===== src/rtl/ooo_pkg.sv =====
`default_nettype none

package ooo_pkg;

  localparam int num_arch_regs = 32;
  localparam int num_phys_regs = 48;
  localparam int zero_reg      = 31;  // Never renamed, never written

  typedef logic [4:0] arch_idx_t;
  typedef logic [5:0] phys_idx_t;

  typedef enum logic [1:0] {
    op_alu,
    op_halt,
    op_illegal
  } opcode_e;

  typedef enum logic [1:0] {
    no_error,
    halted_on_halt,
    halted_on_illegal
  } error_status_e;

  // Decoded instruction from the outside agent
  typedef struct packed {
    opcode_e     opcode;
    arch_idx_t   arch_dest;
    logic [63:0] npc;
  } dispatch_t;

  typedef struct packed {
    dispatch_t inst;
    phys_idx_t new_phys;
    phys_idx_t old_phys;
    logic      has_dest;  // Low for writes to zero_reg
  } rob_entry_t;

  typedef struct packed {
    arch_idx_t   arch_idx;
    phys_idx_t   new_phys;
    phys_idx_t   old_phys;
    logic        wr_en;
    logic [63:0] npc;
  } commit_t;

endpackage

`default_nettype wire

===== src/rtl/ooo_core.sv =====
`timescale 1ns/1ps
`default_nettype none

module ooo_core #(
  parameter int num_rob = 8
) (
  input  logic                       clock,
  input  logic                       reset,
  input  logic                       inst_valid,
  input  ooo_pkg::dispatch_t         inst,
  output logic                       inst_ready,
  input  logic                       complete_valid,
  input  logic [$clog2(num_rob)-1:0] complete_rob_idx,
  output logic                       commit_valid,
  output ooo_pkg::commit_t           commit,
  output logic [31:0]                completed_insts,
  output ooo_pkg::error_status_e     error_status
);

  logic                fl_pop;
  logic                fl_not_empty;
  ooo_pkg::phys_idx_t  fl_head_tag;
  logic                free_valid;
  ooo_pkg::phys_idx_t  free_tag;
  logic                rob_write;
  ooo_pkg::rob_entry_t rob_entry;
  logic                rob_not_full;
  logic                head_valid;
  ooo_pkg::rob_entry_t head_entry;
  logic                retire;
  logic                halted;

  free_list fl_0 (
    .clock      (clock),
    .reset      (reset),
    .pop        (fl_pop),
    .head_tag   (fl_head_tag),
    .not_empty  (fl_not_empty),
    .free_valid (free_valid),
    .free_tag   (free_tag)
  );

  rename_stage rename_0 (
    .clock        (clock),
    .reset        (reset),
    .inst_valid   (inst_valid),
    .inst         (inst),
    .inst_ready   (inst_ready),
    .rob_not_full (rob_not_full),
    .fl_not_empty (fl_not_empty),
    .fl_head_tag  (fl_head_tag),
    .fl_pop       (fl_pop),
    .halted       (halted),
    .rob_write    (rob_write),
    .rob_entry    (rob_entry)
  );

  reorder_buffer #(
    .num_rob (num_rob)
  ) rob_0 (
    .clock            (clock),
    .reset            (reset),
    .rob_write        (rob_write),
    .rob_entry        (rob_entry),
    .not_full         (rob_not_full),
    .complete_valid   (complete_valid),
    .complete_rob_idx (complete_rob_idx),
    .head_valid       (head_valid),
    .head_entry       (head_entry),
    .retire           (retire)
  );

  retire_stage retire_0 (
    .clock           (clock),
    .reset           (reset),
    .head_valid      (head_valid),
    .head_entry      (head_entry),
    .retire          (retire),
    .free_valid      (free_valid),
    .free_tag        (free_tag),
    .commit_valid    (commit_valid),
    .commit          (commit),
    .completed_insts (completed_insts),
    .halted          (halted),
    .error_status    (error_status)
  );

endmodule

`default_nettype wire


===== src/rtl/retire_stage.sv =====
`timescale 1ns/1ps
`default_nettype none

module retire_stage (
  input  logic                   clock,
  input  logic                   reset,
  input  logic                   head_valid,
  input  ooo_pkg::rob_entry_t    head_entry,
  output logic                   retire,
  output logic                   free_valid,
  output ooo_pkg::phys_idx_t     free_tag,
  output logic                   commit_valid,
  output ooo_pkg::commit_t       commit,
  output logic [31:0]            completed_insts,
  output logic                   halted,
  output ooo_pkg::error_status_e error_status
);

  ooo_pkg::phys_idx_t arch_map [ooo_pkg::num_arch_regs];

  assign halted = (error_status != ooo_pkg::no_error);
  assign retire = head_valid && !halted;  // One per cycle at most

  // Old tag is dead once its overwriter retires
  assign free_valid = retire && head_entry.has_dest;
  assign free_tag   = head_entry.old_phys;

  always_ff @(posedge clock) begin
    if (reset) begin
      for (int i = 0; i < ooo_pkg::num_arch_regs; i++) begin
        arch_map[i] <= ooo_pkg::phys_idx_t'(i);
      end
      commit_valid    <= 1'b0;
      completed_insts <= '0;
      error_status    <= ooo_pkg::no_error;
    end else begin
      commit_valid <= retire;
      if (retire) begin
        completed_insts <= completed_insts + 32'd1;
        if (head_entry.has_dest) begin
          arch_map[head_entry.inst.arch_dest] <= head_entry.new_phys;
        end
        case (head_entry.inst.opcode)
          ooo_pkg::op_halt:    error_status <= ooo_pkg::halted_on_halt;
          ooo_pkg::op_illegal: error_status <= ooo_pkg::halted_on_illegal;
          default:             ;
        endcase
      end
    end
  end

  always_ff @(posedge clock) begin
    if (retire) begin
      commit.arch_idx <= head_entry.inst.arch_dest;
      commit.new_phys <= head_entry.new_phys;
      commit.old_phys <= head_entry.old_phys;
      commit.wr_en    <= head_entry.has_dest;
      commit.npc      <= head_entry.inst.npc;
    end
  end

  // Rename and retire agree on the committed mapping
  a_old_matches_arch : assert property (@(posedge clock) disable iff (reset)
    free_valid |-> head_entry.old_phys == arch_map[head_entry.inst.arch_dest]);

endmodule

`default_nettype wire


===== src/rtl/reorder_buffer.sv =====
`timescale 1ns/1ps
`default_nettype none

module reorder_buffer #(
  parameter int num_rob = 8
) (
  input  logic                        clock,
  input  logic                        reset,
  input  logic                        rob_write,
  input  ooo_pkg::rob_entry_t         rob_entry,
  output logic                        not_full,
  input  logic                        complete_valid,
  input  logic [$clog2(num_rob)-1:0]  complete_rob_idx,
  output logic                        head_valid,
  output ooo_pkg::rob_entry_t         head_entry,
  input  logic                        retire
);

  localparam int idx_w = $clog2(num_rob);

  ooo_pkg::rob_entry_t entries [num_rob];
  logic [num_rob-1:0]  done;
  logic [idx_w-1:0]    head;
  logic [idx_w-1:0]    tail;
  logic [idx_w:0]      count;
  logic [idx_w:0]      cmp_offset;
  logic                cmp_occupied;

  function automatic logic [idx_w-1:0] next_ptr(input logic [idx_w-1:0] ptr);
    next_ptr = (ptr == idx_w'(num_rob - 1)) ? '0 : ptr + 1'b1;
  endfunction

  assign not_full   = (count != (idx_w + 1)'(num_rob));
  assign head_valid = (count != '0) && done[head];
  assign head_entry = entries[head];

  // Distance of the completing entry from the head, modulo depth
  always_comb begin
    if (complete_rob_idx >= head) begin
      cmp_offset = {1'b0, complete_rob_idx} - {1'b0, head};
    end else begin
      cmp_offset = {1'b0, complete_rob_idx} + (idx_w + 1)'(num_rob) - {1'b0, head};
    end
  end
  assign cmp_occupied = (cmp_offset < count);

  // Payload only, occupancy is tracked by the pointers
  always_ff @(posedge clock) begin
    if (rob_write) begin
      entries[tail] <= rob_entry;
    end
  end

  always_ff @(posedge clock) begin
    if (reset) begin
      done  <= '0;
      head  <= '0;
      tail  <= '0;
      count <= '0;
    end else begin
      if (complete_valid) begin
        done[complete_rob_idx] <= 1'b1;  // Any order
      end
      if (rob_write) begin
        done[tail] <= 1'b0;
        tail       <= next_ptr(tail);
      end
      if (retire) begin
        head <= next_ptr(head);
      end
      case ({rob_write, retire})
        2'b10:   count <= count + 1'b1;
        2'b01:   count <= count - 1'b1;
        default: ;
      endcase
    end
  end

  a_no_write_full : assert property (@(posedge clock) disable iff (reset)
    rob_write |-> not_full);

  // Completion names a live entry that has not completed yet
  a_complete_live : assert property (@(posedge clock) disable iff (reset)
    complete_valid |-> cmp_occupied && !done[complete_rob_idx]);

  a_retire_done : assert property (@(posedge clock) disable iff (reset)
    retire |-> head_valid);

endmodule

`default_nettype wire


===== src/rtl/rename_stage.sv =====
`timescale 1ns/1ps
`default_nettype none

module rename_stage (
  input  logic                clock,
  input  logic                reset,
  input  logic                inst_valid,
  input  ooo_pkg::dispatch_t  inst,
  output logic                inst_ready,
  input  logic                rob_not_full,
  input  logic                fl_not_empty,
  input  ooo_pkg::phys_idx_t  fl_head_tag,
  output logic                fl_pop,
  input  logic                halted,
  output logic                rob_write,
  output ooo_pkg::rob_entry_t rob_entry
);

  ooo_pkg::phys_idx_t map_table [ooo_pkg::num_arch_regs];
  ooo_pkg::phys_idx_t cur_map;
  logic               has_dest;
  logic               transfer;

  assign inst_ready = rob_not_full && fl_not_empty && !halted;
  assign transfer   = inst_valid && inst_ready;

  assign has_dest = (inst.arch_dest != ooo_pkg::arch_idx_t'(ooo_pkg::zero_reg));
  assign cur_map  = map_table[inst.arch_dest];

  // Zero register writes take no tag
  assign fl_pop    = transfer && has_dest;
  assign rob_write = transfer;

  always_comb begin
    rob_entry.inst     = inst;
    rob_entry.old_phys = cur_map;
    rob_entry.new_phys = has_dest ? fl_head_tag : cur_map;
    rob_entry.has_dest = has_dest;
  end

  always_ff @(posedge clock) begin
    if (reset) begin
      for (int i = 0; i < ooo_pkg::num_arch_regs; i++) begin
        map_table[i] <= ooo_pkg::phys_idx_t'(i);  // Identity map
      end
    end else if (fl_pop) begin
      map_table[inst.arch_dest] <= fl_head_tag;
    end
  end

  // A held instruction must not change while it waits
  a_inst_stable : assert property (@(posedge clock) disable iff (reset)
    inst_valid && !inst_ready ##1 inst_valid |-> $stable(inst));

endmodule

`default_nettype wire


===== src/rtl/free_list.sv =====
`timescale 1ns/1ps
`default_nettype none

module free_list (
  input  logic              clock,
  input  logic              reset,
  input  logic              pop,
  output ooo_pkg::phys_idx_t head_tag,
  output logic              not_empty,
  input  logic              free_valid,
  input  ooo_pkg::phys_idx_t free_tag
);

  localparam int fl_depth = ooo_pkg::num_phys_regs - ooo_pkg::num_arch_regs;
  localparam int ptr_w    = $clog2(fl_depth);
  localparam int cnt_w    = $clog2(fl_depth + 1);

  ooo_pkg::phys_idx_t fifo [fl_depth];
  logic [ptr_w-1:0]   head;
  logic [ptr_w-1:0]   tail;
  logic [cnt_w-1:0]   count;

  assign head_tag  = fifo[head];
  assign not_empty = (count != '0);

  always_ff @(posedge clock) begin
    if (reset) begin
      // Starts full with the tags above the architectural range
      for (int i = 0; i < fl_depth; i++) begin
        fifo[i] <= ooo_pkg::phys_idx_t'(ooo_pkg::num_arch_regs + i);
      end
      head  <= '0;
      tail  <= '0;
      count <= cnt_w'(fl_depth);
    end else begin
      if (pop) begin
        head <= head + 1'b1;
      end
      if (free_valid) begin
        fifo[tail] <= free_tag;
        tail       <= tail + 1'b1;
      end
      case ({pop, free_valid})
        2'b10:   count <= count - 1'b1;
        2'b01:   count <= count + 1'b1;
        default: ;  // Both or neither
      endcase
    end
  end

  // Rename must only pop a tag that is there
  a_no_pop_empty : assert property (@(posedge clock) disable iff (reset)
    pop |-> count != '0);

  // A freed tag always has a slot, since only allocated tags come back
  a_no_push_full : assert property (@(posedge clock) disable iff (reset)
    free_valid |-> count != cnt_w'(fl_depth));

endmodule

`default_nettype wire


===== config.mk =====
export PLATFORM = sky130hd
export DESIGN_NAME = ooo_core
export DESIGN_NICKNAME = d
export VERILOG_FILES = /design/src/rtl/ooo_pkg.sv /design/src/rtl/ooo_core.sv /design/src/rtl/retire_stage.sv /design/src/rtl/reorder_buffer.sv /design/src/rtl/rename_stage.sv /design/src/rtl/free_list.sv
export SDC_FILE = /design/constraint.sdc
export NUM_CORES = 1
export LEC_CHECK = 0
export ABC_CLOCK_PERIOD_IN_PS = 16600
export BUFFER_PORTS_ARGS = -buffer_cell sky130_fd_sc_hd__buf_2
export CAP_MARGIN = 20
export CELL_PAD_IN_SITES_DETAIL_PLACEMENT = 1
export CELL_PAD_IN_SITES_GLOBAL_PLACEMENT = 1
export CORE_ASPECT_RATIO = 2
export CORE_UTILIZATION = 50
export CTS_BUF_LIST = sky130_fd_sc_hd__clkbuf_16
export DETAILED_ROUTE_END_ITERATION = 10
export PLACE_DENSITY_LB_ADDON = 0.1
export RECOVER_POWER = 100
export SLEW_MARGIN = 20
export SYNTH_ARGS = -nofsm -noshare
export SYNTH_HDL_FRONTEND = slang
export SYNTH_HIERARCHICAL = 1
export SYNTH_SLANG_ARGS = --single-unit
export TNS_END_PERCENT = 1

===== constraint.sdc =====
create_clock -name clock -period 16.6 [get_ports clock]
set_input_delay 1.66 -clock clock [delete_from_list [all_inputs] [get_ports clock]]
set_output_delay 1.66 -clock clock [all_outputs]
set_load 0.02 [all_outputs]

; ---- Yosys cells after proc, flatten, opt, wreduce, memory -nomap -nowiden
; Memories as Yosys holds them, arrays and structs flattened. A register that Yosys moved wholly into a read port is not among the register bits.
; Index checks and enable logic that the tools add are counted.
; Widths: inputs -> output; s select.
[classes]
n_addsub = 9
n_mul = 0
n_div = 0
order_cmp = 5
eq_ne = 10
n_shift = 0
muxes = 35
n_bitwise = 3
reduce_logical = 19
[ops]
columns = cell, n
row1 = $add 32x1->32 const B, 1
row2 = $mux 8, 3
row3 = $mux 6, 3
row4 = $mux 1, 15
row5 = $add 4x1->4 const B, 3
row6 = $lt 3x4->1 const B, 3
row7 = $mux 3, 4
row8 = $mux 4, 3
row9 = $reduce_or 6->1, 2
row10 = $pmux 5 s2, 1
row11 = $logic_and 1x1->1, 9
row12 = $and 8x8->8, 1
row13 = $not 8->8, 1
row14 = $or 8x8->8, 1
row15 = $pmux 4 s2, 1
row16 = $reduce_bool 2->1, 4
row17 = $add 3x1->3 const B, 2
row18 = $demux 1 s3, 2
row19 = $eq 2x1->1 const B, 3
row20 = $eq 2x2->1 const B, 3
row21 = $eq 3x3->1 const B, 2
row22 = $ge 3x1->1 const B, 2
row23 = $add 5x1->5 const B, 1
row24 = $mux 5, 1
row25 = 10 further kinds, 10
[word_totals]
ff_bits = 148
latchBits = 0
ramBits = 960
rom_bits = 0
inputBits = 78
output_inout_bits = 118
wordCells = 99
mem_count = 3
[memory_table]
columns = name, words, word_bits, rd, rd_clocked_by_memory_dff, wr, line
row1 = rob_0.entries, 8, 84, 1, 1, 1, reorder_buffer.sv:21  ; ooo_pkg::rob_entry_t entries [num_rob];
row2 = rename_0.map_table, 32, 6, 1, 0, 32, rename_stage.sv:19  ; ooo_pkg::phys_idx_t map_table [ooo_pkg::num_arch_regs];
row3 = fl_0.fifo, 16, 6, 1, 1, 16, free_list.sv:18  ; ooo_pkg::phys_idx_t fifo [fl_depth];

; ---- Longest topological paths before layout
[depth]
ltp_word = 10
depth_mapped = 13
depth_no_buf = 13

; ---- Hierarchy
; The synthesis kept the hierarchy.
[by_module_without_submodules]
columns = mod, instances, cells_per_inst, area_each_um2, seq_area_each_um2
row1 = reorder_buffer, 1, 1077, 26180.1, 20599.8
row2 = rename_stage, 1, 797, 9872.0, 5765.5
row3 = free_list, 1, 386, 5290.1, 3223.1
row4 = retire_stage, 1, 279, 4145.2, 3163.0

; ---- Worst setup path after synthesis
; No wires, ideal clock.
[synth_path]
path_kind = input port to flip-flop
startpoint = in inst_valid
endpoint = mem rob_0/entries[0][0] (netlist name), enable pin
setup_time_ps = 632
arrival_time_ps = 7904
t_required_ps = 15968
setup_slack_ps = 8064
cell_stages = 4
n_path_buf = 1
cell_sequence = and4b_1 -> buf_2 -> nand2b_1 -> nor3_1
[synth_via]
elab_chain_len = 3
[synth_lines]
columns = element, line
row1 = from (decl), ooo_core.sv:9  ; input logic inst_valid,
row2 = $logic_and 1x1->1, rename_stage.sv:25  ; assign transfer = inst_valid && inst_ready;
row3 = net rob_write, ooo_core.sv:25  ; logic rob_write;
row4 = $mux 1, reorder_buffer.sv:49  ; if (rob_write) begin
row5 = $mux 1 (not written as such), reorder_buffer.sv:50  ; entries[tail] <= rob_entry;
row6 = to (decl), reorder_buffer.sv:21
; The timed path passes the listed nets, and every way through them passes these cells.

==> summary.md <==
| Metric | Value |
|---|---|
| Status | finished, violations left |
| Failing checks | max-capacitance violations, max-slew violations |
| Final net count | 2743 |
| Die Y | roughly 430 um |
| DIE AREA | 92260 um2 |
| Final period utilization | 0.6043 |
| Met2 wire length | around 61000 um |
| PwrDens | approximately 120 nW/um2 |
| TritonCTS clock tree | done |
| Netlist Area Pre-Place | 45490 um2 |
| Synth top area cells | edfxtp_1 69%, mux4_2 9.0%, dfxtp_1 3.2%, mux2i_1 2.3%, mux2_2 2.1% |
| Hold Crit Start | retire_0/completed_insts[28] |
| Clock sink count | ~1100 |
| Post-CTS Hold Buffers | 0 |
| Cell taking the most area after synthesis | edfxtp_1 |
| Core area | ~90000 um2 |
| H-tree Lvls | 3 |
| Crit-path most repeated cell | clkbuf_1 |
| Initial core utilization | 0.5044 |
| Switching Fraction | 0.2264 |
| Worst r2r path cells | 4 |
| DRC viols | 0 |
| #FFs+latches synth | ~1100 |
| Yosys top cell area share | 0.6879 |
| DRT antenna net count | 0 |
| Fin Setup TNS | 0 ns |
| Routed wl met3 | just under 4000 um |
| Worst Path Max Fanout | 58 |
| P_sw | around 1.4 mW |
| VDD IR max | slightly below 90 uV |
| Die X | roughly 220 um |
| Share of cells above drive strength 1 | 0.1546 |
| EDFF count, synth | between 1000 and 1500 |
| Via/cell ratio | approximately 5.9 |
| Largest net degree at the start of global routing | around 70 |
| Routed wire length | about 110000 um |
| Syn Inst Count | between 2000 and 3000 |
| Worst-path clk slew | roughly 0.060 ns |
| Layout Skew | about 0.021 ns |
| Maximum clock rate | about 100 MHz |
| Hold depth | 2 |
| Ys Warns | 6 |
| Flop pwr share | 0.541 |
| TritonCTS Buffers | 95 |
| WL/cell | 27.90 um |
| Crit. End Element | flip-flop |
| Leak pwr | around 15 nW |
| First-pass GRT wire length | between 150000 and 200000 um |
| Highest metal layer with signal wires | met5 |
| Worst-Margin Slew | just under 5 ns |
| RSZ-0062 raised after global routing | false |
| Critical path class | input port to flip-flop |
| Mean Syn Cell Area | between 15 and 20 um2 |
| Power share of the combinational group | 0.081 |
| Initial DRC count | 1447 |
| Normalized max-slew margin | -2.224 |
| Commonest cells after routing, fill and taps aside | 1042 x edfxtp_1, 218 x clkbuf_1, 182 x mux4_2 |
| Max_cap viols | 29 |
| # IOs | between 150 and 200 |
| Cell Int Power | roughly 4.7 mW |
| Detailed Place HPWL | between 60000 and 70000 um |
| Gpl congestion | roughly 0.82 |
| Worst Path Arrival | slightly above 10 ns |
| Worst-path cell chain | clkbuf_1 -> clkbuf_1 -> nand3_1 -> nor3_1 -> or2_0 |
| Clk pwr share | 0.378 |
| Worst Setup SP | inst[65] |
| Final setup fails | 0 |
| Pre-antenna DRT Iters | 5 |
| HP Class | flip-flop to flip-flop |
| Power Total | between 6 and 7 mW |
| Sequential area share after synthesis | 0.7200 |
| Gr usage total | 0.2410 |
| CP Launch Type | input port |
| Clock Latency Late Sink | 0.69 ns |
| Grt ovf | 0 |
| FP Rows | 156 |
| Root buffer cell | clkbuf_16 |
| M1 WL | 40080 um |
| Post-synthesis cell type count | 58 |
| Critical-path top delay cell | clkbuf_1 |
| Port Buffers | between 150 and 200 |
| Area Growth Syn to Fin | 9.297% |
| Hold Vio Cnt, Final | 0 |
| Async S/R FF share, synth | 0 |
| CTS max path bufs | 3 |
| Post-CTS Repair Setup Buffers | 0 |
| Ys flop type | edfxtp_1 |
| Resized cells post-CTS | 0 |
| Vias in the first global route | around 25000 |
| Worst EP required | around 17 ns |
| Most common cell after layout, fill and taps aside | edfxtp_1 |
| Final Max Slew Viols | about 1200 |
| Vias | roughly 23000 |
| CP max stage delay | roughly 2.7 ns |
| Initial antenna violation count | 3 |
| Post-layout minimum cycle time | 10.03 ns |
==> metrics by stage <==
stage                     hold slack [ns]  area [um2]  std cells  setup WS, ns  utilization
after floorplan                    0.4809       45500       2543         8.064            -
after global routing               0.5419       49710       3908         6.118       0.5513
final                              0.5109       49720       3909         6.569       0.5513
after detailed placement           0.5037       46960       3733         10.91       0.5208
after global placement             0.4732       46950       3733         10.93       0.5206
after CTS                          0.5131       50130       3907         11.67       0.5559
==> per-layer routing <==
metal,GRT usage,vias up
li1,-,10100
met2,0.4599,494
met5,0,-
met1,0.2651,12140
met4,0.09255,6
met3,0.03617,191
==> layout make-up <==
type,instances,area [um2]
Antenna cell,1,2.502
Clock buffer,98,2452
Clock inverter,76,719.4
Fill cell,8197,40460
Inverter,17,65.06
Multi-Input combinational cell,1182,11300
Sequential cell,1115,32760
Tap cell,1185,1483
Timing Repair Buffer,235,935.9
==> synth_stat cells, drive strengths merged, types with 15 or more instances <==
library cell,instances
ha,18
inv,16
mux2,85
dfxtp,73
o31ai,18
nand2b,50
buf,146
mux2i,106
a21oi,35
xor2,15
and2,145
nor2,100
mux4,194
o21ai,31
clkbuf,83
nand3,17
or4,20
edfxtp,1042
nand4,16
or2,25
nor3,29
nand2,49
or3,80
o22ai,48
==> path summary, 6_finish.rpt <==
kind	endpoint	slack (ns)
setup / recovery	rename_0/map_table[27][4]	6.57
hold / removal	retire_0/completed_insts[28]	0.51
setup reg to reg	retire_0/commit[78]	9.50
hold reg to reg	retire_0/completed_insts[28]	0.51
==> worst max-delay path: cells and delay by family <==
kind	cells	cell delay (ns)
AND/OR/NAND/NOR	3	3.20
buffers and inverters	2	5.32
==> sequential cells by signal (all words and copies together) (netlist names), 5 cells and up, named ones only <==
register,cells
fl_0/count,5
rob_0/done,8
retire_0/completed_insts,32
rob_0/entries,672
fl_0/fifo,96
retire_0/commit,82
rename_0/map_table,192
==> logic make-up after synthesis <==
| family | synth area share |
|---|---|
| compound gates | 0.02124 |
| xor+xnor | 0.003851 |
| fa+ha+maj | 0.005391 |
| buf+inv | 0.03174 |
| flops | 0.7200 |
| mux | 0.1414 |
| other cells | 0.0001651 |
| simple gates | 0.07619 |
==> power groups by stage <==
stage	logic [mW]	registers, mW	clock network (mW)
after floorplan	0.339	3.32	0
after detailed placement	0.505	3.33	0
final	0.489	3.28	2.29
after CTS	0.507	3.27	2.34
after global routing	0.525	3.29	2.43
after global placement	0.491	3.32	0
No activity file was read; power rests on OpenSTA's default activity.
